$ cat config.mk
export PLATFORM = sky130hd
export DESIGN_NAME = cache_arbiter_flat
export DESIGN_NICKNAME = d
export VERILOG_FILES = /design/src/verilog/mem_arb_pkg.sv /design/src/verilog/mem_port_if.sv /design/src/verilog/arbiter_control.sv /design/src/verilog/cache_arbiter.sv /design/src/flat_wrapper.sv
export SDC_FILE = /design/constraint.sdc
export NUM_CORES = 1
export LEC_CHECK = 0
export BUFFER_PORTS_ARGS = -buffer_cell sky130_fd_sc_hd__buf_2
export CAP_MARGIN = 20
export CORE_AREA = 2 2 162 164
export CTS_BUF_LIST = sky130_fd_sc_hd__clkbuf_8 sky130_fd_sc_hd__clkbuf_16
export CTS_CLUSTER_DIAMETER = 30
export DETAILED_ROUTE_END_ITERATION = 7
export DIE_AREA = 0 0 164 166
export PLACE_DENSITY = 0.37
export SYNTH_ARGS = -nofsm -noshare
export SYNTH_HDL_FRONTEND = slang
export SYNTH_HIERARCHICAL = 1
export SYNTH_SLANG_ARGS = --single-unit
$ cat constraint.sdc
create_clock -name clk -period 2.1 [get_ports clk]
set_clock_uncertainty 0.2 [all_clocks]
set_input_delay 0.63 -clock clk [delete_from_list [all_inputs] [get_ports clk]]
set_output_delay 0.63 -clock clk [all_outputs]
set_load 0.005 [all_outputs]
$ cat src/verilog/mem_arb_pkg.sv
`default_nettype none

package mem_arb_pkg;

    // ============================================================
    // arbiter grant states
    // ============================================================

    // idle grants nobody, the other two own the memory port.
    typedef enum logic [1:0] {
        ARB_IDLE,
        ARB_ICACHE,
        ARB_DCACHE
    } arb_state_t;

    // ============================================================
    // memory operations
    // ============================================================

    // decoded from the read and write strobes.
    typedef enum logic [1:0] {
        OP_NONE,
        OP_READ,
        OP_WRITE
    } mem_op_t;

endpackage : mem_arb_pkg

`default_nettype wire

$ cat src/verilog/mem_port_if.sv
`timescale 1ns/1ns
`default_nettype none

interface mem_port_if
#(
    parameter int ADDR_WIDTH = 6,
    parameter int LINE_WIDTH = 64
);

    // request side, held until resp.
    logic [ADDR_WIDTH-1:0] addr;
    logic                  read;
    logic                  write;
    logic [LINE_WIDTH-1:0] wdata;

    // response side, valid for one cycle.
    logic [LINE_WIDTH-1:0] rdata;
    logic                  resp;

    modport client
    (
        output addr,
        output read,
        output write,
        output wdata,
        input  rdata,
        input  resp
    );

    modport server
    (
        input  addr,
        input  read,
        input  write,
        input  wdata,
        output rdata,
        output resp
    );

endinterface : mem_port_if

`default_nettype wire

$ cat src/verilog/arbiter_control.sv
`timescale 1ns/1ns
`default_nettype none

module arbiter_control
(
    input  logic clk,
    input  logic rst,
    input  logic icache_read,
    input  logic dcache_read,
    input  logic dcache_write,
    input  logic mem_resp,

    output logic mem_read,
    output logic mem_write,
    output logic icache_resp,
    output logic dcache_resp,
    output logic sel_dcache
);

    import mem_arb_pkg::*;

    arb_state_t state;
    arb_state_t next_state;

    // ============================================================
    // outputs from the current state
    // ============================================================

    always_comb
    begin : state_outputs
        mem_read    = 1'b0;
        mem_write   = 1'b0;
        icache_resp = 1'b0;
        dcache_resp = 1'b0;
        sel_dcache  = 1'b0;

        unique case (state)
            ARB_IDLE:
            begin
                // no strobes while nobody is granted.
            end
            ARB_ICACHE:
            begin
                mem_read    = icache_read;
                icache_resp = mem_resp;
            end
            ARB_DCACHE:
            begin
                mem_read    = dcache_read;
                mem_write   = dcache_write;
                dcache_resp = mem_resp;
                sel_dcache  = 1'b1;
            end
            default:
            begin
            end
        endcase
    end

    // ============================================================
    // next state
    // ============================================================

    always_comb
    begin : next_state_logic
        next_state = state;

        unique case (state)
            ARB_IDLE:
            begin
                // instruction side has priority.
                if (icache_read)
                begin
                    next_state = ARB_ICACHE;
                end
                else if (dcache_read || dcache_write)
                begin
                    next_state = ARB_DCACHE;
                end
            end
            ARB_ICACHE:
            begin
                if (mem_resp)
                begin
                    next_state = ARB_IDLE;
                end
            end
            ARB_DCACHE:
            begin
                // keep the grant while a chained request is still up.
                if (!dcache_read && !dcache_write)
                begin
                    next_state = ARB_IDLE;
                end
            end
            default:
            begin
                next_state = ARB_IDLE;
            end
        endcase
    end

    always_ff @(posedge clk)
    begin : state_register
        if (rst)
        begin
            state <= ARB_IDLE;
        end
        else
        begin
            state <= next_state;
        end
    end

endmodule : arbiter_control

`default_nettype wire

$ cat src/verilog/cache_arbiter.sv
`timescale 1ns/1ns
`default_nettype none

module cache_arbiter
#(
    parameter int ADDR_WIDTH = 6,
    parameter int LINE_WIDTH = 64
)
(
    input  logic       clk,
    input  logic       rst,
    mem_port_if.server icache,
    mem_port_if.server dcache,
    mem_port_if.client memory
);

    logic                  sel_dcache;
    logic                  icache_resp;
    logic                  dcache_resp;
    logic                  mem_read;
    logic                  mem_write;
    logic [ADDR_WIDTH-1:0] mem_addr;
    logic [LINE_WIDTH-1:0] mem_wdata;

    arbiter_control control
    (
        .clk          (clk),
        .rst          (rst),
        .icache_read  (icache.read),
        .dcache_read  (dcache.read),
        .dcache_write (dcache.write),
        .mem_resp     (memory.resp),
        .mem_read     (mem_read),
        .mem_write    (mem_write),
        .icache_resp  (icache_resp),
        .dcache_resp  (dcache_resp),
        .sel_dcache   (sel_dcache)
    );

    // ============================================================
    // request steering
    // ============================================================

    // instruction side never writes, so wdata comes from dcache only.
    always_comb
    begin : request_mux
        if (sel_dcache)
        begin
            mem_addr = dcache.addr;
        end
        else
        begin
            mem_addr = icache.addr;
        end
        mem_wdata = dcache.wdata;
    end

    assign memory.addr  = mem_addr;
    assign memory.wdata = mem_wdata;
    assign memory.read  = mem_read;
    assign memory.write = mem_write;

    // ============================================================
    // response fan-out
    // ============================================================

    // rdata goes to both, resp only to the granted port.
    assign icache.rdata = memory.rdata;
    assign dcache.rdata = memory.rdata;
    assign icache.resp  = icache_resp;
    assign dcache.resp  = dcache_resp;

endmodule : cache_arbiter

`default_nettype wire

$ cat src/flat_wrapper.sv
// flat-port wrapper written by rule: the top's interface ports become plain ports
module cache_arbiter_flat 
#(
    parameter int ADDR_WIDTH = 6,
    parameter int LINE_WIDTH = 64
)
  (clk, rst, icache_addr, icache_read, icache_write, icache_wdata, icache_rdata, icache_resp, dcache_addr, dcache_read, dcache_write, dcache_wdata, dcache_rdata, dcache_resp, memory_addr, memory_read, memory_write, memory_wdata, memory_rdata, memory_resp);
  mem_port_if #(.ADDR_WIDTH(ADDR_WIDTH), .LINE_WIDTH(LINE_WIDTH)) icache_i ();
  mem_port_if #(.ADDR_WIDTH(ADDR_WIDTH), .LINE_WIDTH(LINE_WIDTH)) dcache_i ();
  mem_port_if #(.ADDR_WIDTH(ADDR_WIDTH), .LINE_WIDTH(LINE_WIDTH)) memory_i ();
  input  logic clk;
  input  logic rst;
  input wire logic [$bits(icache_i.addr)-1:0] icache_addr;
  input wire logic [$bits(icache_i.read)-1:0] icache_read;
  input wire logic [$bits(icache_i.write)-1:0] icache_write;
  input wire logic [$bits(icache_i.wdata)-1:0] icache_wdata;
  output wire logic [$bits(icache_i.rdata)-1:0] icache_rdata;
  output wire logic [$bits(icache_i.resp)-1:0] icache_resp;
  input wire logic [$bits(dcache_i.addr)-1:0] dcache_addr;
  input wire logic [$bits(dcache_i.read)-1:0] dcache_read;
  input wire logic [$bits(dcache_i.write)-1:0] dcache_write;
  input wire logic [$bits(dcache_i.wdata)-1:0] dcache_wdata;
  output wire logic [$bits(dcache_i.rdata)-1:0] dcache_rdata;
  output wire logic [$bits(dcache_i.resp)-1:0] dcache_resp;
  output wire logic [$bits(memory_i.addr)-1:0] memory_addr;
  output wire logic [$bits(memory_i.read)-1:0] memory_read;
  output wire logic [$bits(memory_i.write)-1:0] memory_write;
  output wire logic [$bits(memory_i.wdata)-1:0] memory_wdata;
  input wire logic [$bits(memory_i.rdata)-1:0] memory_rdata;
  input wire logic [$bits(memory_i.resp)-1:0] memory_resp;
  assign icache_i.addr = icache_addr;
  assign icache_i.read = icache_read;
  assign icache_i.write = icache_write;
  assign icache_i.wdata = icache_wdata;
  assign icache_rdata = icache_i.rdata;
  assign icache_resp = icache_i.resp;
  assign dcache_i.addr = dcache_addr;
  assign dcache_i.read = dcache_read;
  assign dcache_i.write = dcache_write;
  assign dcache_i.wdata = dcache_wdata;
  assign dcache_rdata = dcache_i.rdata;
  assign dcache_resp = dcache_i.resp;
  assign memory_addr = memory_i.addr;
  assign memory_read = memory_i.read;
  assign memory_write = memory_i.write;
  assign memory_wdata = memory_i.wdata;
  assign memory_i.rdata = memory_rdata;
  assign memory_i.resp = memory_resp;
  cache_arbiter #(.ADDR_WIDTH(ADDR_WIDTH), .LINE_WIDTH(LINE_WIDTH)) u_core (.clk(clk), .rst(rst), .icache(icache_i), .dcache(dcache_i), .memory(memory_i));
endmodule
==> results.toml, run 1 <==
[sta]
layout_min_cycle_time_ns = 2.103
worstMarginPinSlew_ns = 0.2386
finalCritPeriodShare_pct = 100.2
hold-worst-slack_ns = 0.4083
setup_viol = 2
fmaxAchievable_mhz = 475.4
slew_headroom_pct = 83.99
setup_ws_ns = -0.003398
rsz0062_at_grt = "yes"
hold_violations = 0
slew_violations = 0

[global_routing]
grt.total_usage_pct = 2.611
grt_pass1_vias = 733
grt_max_degree = 7
overflow = 0
grt_first_pass_wirelength_um = 4809
antenna_found_initial = 0

[cts]
post-cts-setup-buffers = 0
cts_tree = "built"
h-tree-depth = 1
insertion_delay_ns = 0.22
clk_path_buf_depth = 2
hold_buffers = 0
cts-root-buf = "clkbuf_16"
cts_buffers = 3
clock_sinks = 2
path_clk_slew_ns = 0.03

[final_layout]
layout.cells.most_common_list = "17 x buf_2, 14 x buf_6, 6 x mux2_4"
area_growth_pct = -35.20
layout_commonest_cell = "buf_2"
largest_reg_flops = 2
nNetsFinal = 286
largestRegisters = "u_core/control/state x2"
layout-drive-gt1-share_pct = 85.51
num_antenna_cells = 0
regMostFlops = "u_core/control/state"
utilization_pct = 4.460

[critical_path]
worstRegToRegCells = 8
start_kind = "register"
reg2reg_slack_ns = 0.44
path_class = "reg2out"
critPathTopFamily = "multiplexers"
max_stage_delay_ns = 0.32
rr_endpoint = "u_core/control/state[1]"
crit_arrival_ns = 1.27
cp_num_buf_inv = 2
cp_slowest_cell = "mux2_4"
crit_required_ns = 1.27
setup.worst_path.end_class = "output pin"
r2r-start = "u_core/control/state[1]"
worstPathMaxFanout = 6
crit_chain = "inv_2 > ha_4 > mux2_4 > buf_6"

[floorplan]
start_util_pct = 6.882
chipWidth_um = 164
die_h_um = 166
dieArea_sq_um = 27220
core_sq_um = 25620
rows = 59
boundaryPins = 413

[detailed_routing]
wl_per_cell_um = 9.649
drt_wl_total_um = 3898
detail_route.first_pass.iterations = 4
vias = 625
drc = 0
drtIter0Drc = 14
postRouteAntennaNets = 0
vias_per_cell = 1.547

[synthesis]
yosys_warnings = 6
syn-num-nets = 441
synthesis.area_sq_um = 1763
synthCells = 226
seq_area_frac_synth_pct = 2.271
synth_top_area_share_pct = 81.76
yosys.cell_types.count = 20
avgSynthCellArea_sq_um = 7.801
yosys_register_bits = 2
yosysTopAreaCell = "buf_4"
synthTopCellsByArea = "buf_4 82%, mux2_4 5.1%, ha_1 2.8%, dfxtp_1 2.3%, and2_1 1.1%"

[placed_design]
gp_congestion = 0.6168
numPortBuffers = 27
hpwl_um = 3305

[status]
status = "complete, but fails checks"
violations = "setup timing"

[run]
drv_cap = 0

[worst_hold_path]
hold_depth = 2
hold_start = "rst"
min_to = "u_core/control/state[0]"
hold_path_class = "in2reg"

[power]
p_per_area_nw_per_um2 = 502.2
leakagePower_uw = 0.0003417
peakVddDrop_mv = 0.1790
## kinds of logic after synthesis
family | count (synthesis) | share of synthesized area, %
buffers and inverters | 195 | 82.82
and+or+nand+nor | 12 | 4.046
AOI/OAI and AO/OA | 7 | 2.910
muxes | 6 | 5.110
DFF | 2 | 2.271
adders and majority gates | 4 | 2.839
## where the power goes
group          internal, uW  switching, uW
Combinational           144           95.6
Sequential             45.4           5.52
Clock                   242           41.2
Total                   431            142
## final cells by class
type / instances / area (sq um)
well taps: 335 / 419.2
clock buffers: 3 / 75.07
repair buffers: 33 / 257.7
fillers: 3019 / 24470
inverters: 2 / 12.51
flip-flops and latches: 2 / 45.04
multi-input cells: 29 / 332.8
## worst max-delay path by stage
| stage | to | cells after the start | from |
|---|---|---|---|
| floorplan | memory_addr[0] | 4 | u_core/control/state[0] |
| global placement | memory_addr[4] | 4 | u_core/control/state[0] |
| detailed placement | memory_addr[4] | 4 | u_core/control/state[0] |
| CTS | memory_read | 6 | u_core/control/state[1] |
| global route | memory_read | 6 | u_core/control/state[0] |
| finish | memory_addr[4] | 4 | u_core/control/state[0] |
## synthesized netlist by cell type (all sizes together)
library cell  number
nand2b             2
ha                 4
nor2b              2
a21oi              2
a22oi              1
inv                2
and2               3
dfxtp              2
a22o               1
a311oi             1
nand2              2
mux2               6
buf              193
a21o               1
nand3              1
o21ai              1
nor2               2
## metrics by stage
stage          setup WS (ns)  cell area [sq um]   TNS (ns)  total power [uW]  cells
2_1_floorplan         0.2384               1763          0             434.1    226
3_3_place_gp        -0.02867              909.6   -0.07830             216.6    401
3_5_place_dp        -0.06006              909.6    -0.2871             218.0    401
4_1_cts             -0.02448               1127   -0.08617             579.6    404
5_1_grt             -0.06220               1142    -0.3145             609.2    404
6_report           -0.003398               1142  -0.004442             573.7    404
## metal layers
| layer | global-route usage (%) | up-vias | share of wire [%] |
|---|---|---|---|
| met1 | 1.058 | 229 | 17 |
| li1 | - | 190 | - |
| met3 | 2.572 | 73 | 22 |
| met5 | 0 | - | 0 |
| met4 | 4.310 | 0 | 16 |
| met2 | 3.964 | 133 | 46 |
## repair_timing
item,CTS,global route
resized for setup,31,4
pin swaps,3,3
setup endpoints to repair,10,10
No activity file was read; power rests on OpenSTA's default activity.
==> inputs of run 2 (changes only) <==
--- a/config.mk
+++ b/config.mk
@@ -5,15 +5,14 @@
 export SDC_FILE = /design/constraint.sdc
 export NUM_CORES = 1
 export LEC_CHECK = 0
-export BUFFER_PORTS_ARGS = -buffer_cell sky130_fd_sc_hd__buf_2
 export CAP_MARGIN = 20
 export CORE_AREA = 2 2 162 164
 export CTS_BUF_LIST = sky130_fd_sc_hd__clkbuf_8 sky130_fd_sc_hd__clkbuf_16
 export CTS_CLUSTER_DIAMETER = 30
 export DETAILED_ROUTE_END_ITERATION = 7
 export DIE_AREA = 0 0 164 166
-export PLACE_DENSITY = 0.37
+export DONT_BUFFER_PORTS = 1
+export PLACE_DENSITY = 0.3
 export SYNTH_ARGS = -nofsm -noshare
 export SYNTH_HDL_FRONTEND = slang
-export SYNTH_HIERARCHICAL = 1
 export SYNTH_SLANG_ARGS = --single-unit
==> results.toml, run 2 <==
[final_layout]
num_antenna_cells = 0
final_area_sq_um = 800.8
fin_cells = 370
layout.cells.most_common_list = "6 x mux2_2, 3 x and2_1, 3 x clkbuf_16"
largest_reg_flops = 2
largestRegisters = "u_core.control.state x2"
final.fill_count = 3033
area_growth_pct = -53.86
nNetsFinal = 252
regMostFlops = "u_core.control.state"
layout_commonest_cell = "mux2_2"
layout-drive-gt1-share_pct = 45.71

[placed_design]
dpl-instance-area_sq_um = 709.4
numPortBuffers = 0
post-place-cells = 367
gp_congestion = 0.5636
hpwl_um = 2024

[critical_path]
start_kind = "register"
worstPathMaxFanout = 3
crit_arrival_ns = 1.21
setup.worst_path.end_class = "output pin"
crit_required_ns = 1.27
path_class = "reg2out"

[global_routing]
grt.total_usage_pct = 1.505
grt_first_pass_wirelength_um = 3008
overflow = 0
grt_pass1_vias = 515
grt_max_degree = 9
antenna_found_initial = 0

[power]
leakagePower_uw = 0.0001490
p_per_area_nw_per_um2 = 552.4
p_total_uw = 442.3
peakVddDrop_mv = 0.4780

[detailed_routing]
drt_wl_total_um = 2450
vias_per_cell = 1.178
wl_per_cell_um = 6.622
drtIter0Drc = 13
drc = 0
detail_route.first_pass.iterations = 3
vias = 436
postRouteAntennaNets = 0

[floorplan]
dieArea_sq_um = 27220
boundaryPins = 413
start_util_pct = 6.775
core_sq_um = 25620
rows = 59
die_h_um = 166
chipWidth_um = 164

[synthesis]
synthTopCellsByArea = "buf_4 83%, mux2_2 3.9%, ha_1 2.9%, dfxtp_1 2.3%, and2_1 1.1%"
synthTopCellsByCount = "192 x buf_4, 6 x mux2_2, 4 x ha_1, 3 x and2_1, 3 x inv_1"
synth_top_area_share_pct = 83.06
synth_flop_cell = "dfxtp_1"
async_flop_share_pct = 0
yosys_warnings = 0
synthCells = 224
avgSynthCellArea_sq_um = 7.747
seq_area_frac_synth_pct = 2.307
yosys.cell_types.count = 19
yosys_register_bits = 2
syn-num-nets = 439
yosysMostFrequentCell = "buf_4"
synth-edff-count = 0
yosysTopAreaCell = "buf_4"
synthesis.area_sq_um = 1735

[sta]
worstMarginPinSlew_ns = 0.2635
rsz0062_at_grt = "no"
slew_headroom_pct = 82.39
fmaxAchievable_mhz = 490.2
hold-worst-slack_ns = 0.2731
layout_min_cycle_time_ns = 2.040
setup_viol = 0
finalCritPeriodShare_pct = 97.14
slew_violations = 0
hold_violations = 0

[cts]
cts-root-buf = "clkbuf_16"
cts_buffers = 3
clk_path_buf_depth = 2
path_clk_slew_ns = 0.03
insertion_delay_ns = 0.22
post-cts-setup-buffers = 0
h-tree-depth = 1
clock_sinks = 2
cts_tree = "built"

[status]
status = "finished clean"

[run]
drv_cap = 0

[worst_hold_path]
hold_path_class = "in2reg"
==> run 2: cell count changes after synthesis, moves of 2 or more <==
| cell | delta |
|---|---|
| mux2_2 | +6 |
| mux2_4 | -6 |
| nand2b_1 | -2 |
| nor2_2 | -2 |
==> run 2: routing by layer <==
| metal | vias up | routed length, um | global-route usage, % |
|---|---|---|---|
| li1 | 119 | - | - |
| met1 | 160 | 282 | 0.2568 |
| met2 | 76 | 1139 | 2.521 |
| met3 | 81 | 501 | 0.5994 |
| met4 | 0 | 527 | 4.233 |
| met5 | - | 0 | 0 |
==> run 2: cell families after synthesis <==
| kind of cell | after synthesis | synth area share (%) |
|---|---|---|
| and+or+nand+nor | 10 | 3.893 |
| AOI/OAI and AO/OA | 6 | 2.667 |
| adders and majority gates | 4 | 2.884 |
| muxes | 6 | 3.893 |
| DFF | 2 | 2.307 |
| buffers and inverters | 196 | 84.35 |
==> run 2: worst paths after layout <==
| path | slack [ns] | start | depth (start not counted) | endpoint |
|---|---|---|---|---|
| hold reg to reg | 0.31 | u_core.control.state[0] | 2 | u_core.control.state[0] |
| setup reg to reg | 0.32 | u_core.control.state[1] | 5 | u_core.control.state[1] |
| setup / recovery | 0.06 | u_core.control.state[0] | 5 | memory_read |
| hold / removal | 0.27 | rst | 1 | u_core.control.state[1] |
==> run 2: layout make-up <==
type	count	area, sq um	share of cell area, %
well taps	335	419.2	52.34
multi-input cells	26	246.5	30.78
clock buffers	3	75.07	9.375
flip-flops and latches	2	41.29	5.156
inverters	3	11.26	1.406
repair buffers	1	7.507	0.9375
==> run 2: metrics by stage <==
stage | setup slack [ns] | setup TNS, ns | utilization [%]
global route | 0.006933 | 0 | 3.126
CTS | -0.01086 | -0.01086 | 3.116
detailed placement | 0.1079 | 0 | 2.770
finish | 0.05999 | 0 | 3.126
floorplan | 0.2510 | 0 | -
global placement | 0.1211 | 0 | 2.770
==> run 2: power breakdown <==
part	internal [uW]	total (uW)	switching, uW
Combinational	53.7	100	46.6
Clock	243	290	47.8
Sequential	44.7	51.6	6.87
Total	341	442	101
==> run 2: timing repair <==
action / 4_1_cts / 5_1_grt
endpoints found under the setup margin: 7 / 7
pin swaps: 0 / 1
hold buffers: 0 / 0
gates cloned: 0 / 0
gates resized for setup: 3 / 2
endpoints found under the hold margin: 0 / 0
==> run 2: critical path, stage by stage (launching register included) <==
cell and delay [ns]:
dfxtp_2 0.34, inv_2 0.06, buf_4 0.14, ha_2 0.19, a22oi_1 0.18, nor2b_1 0.08
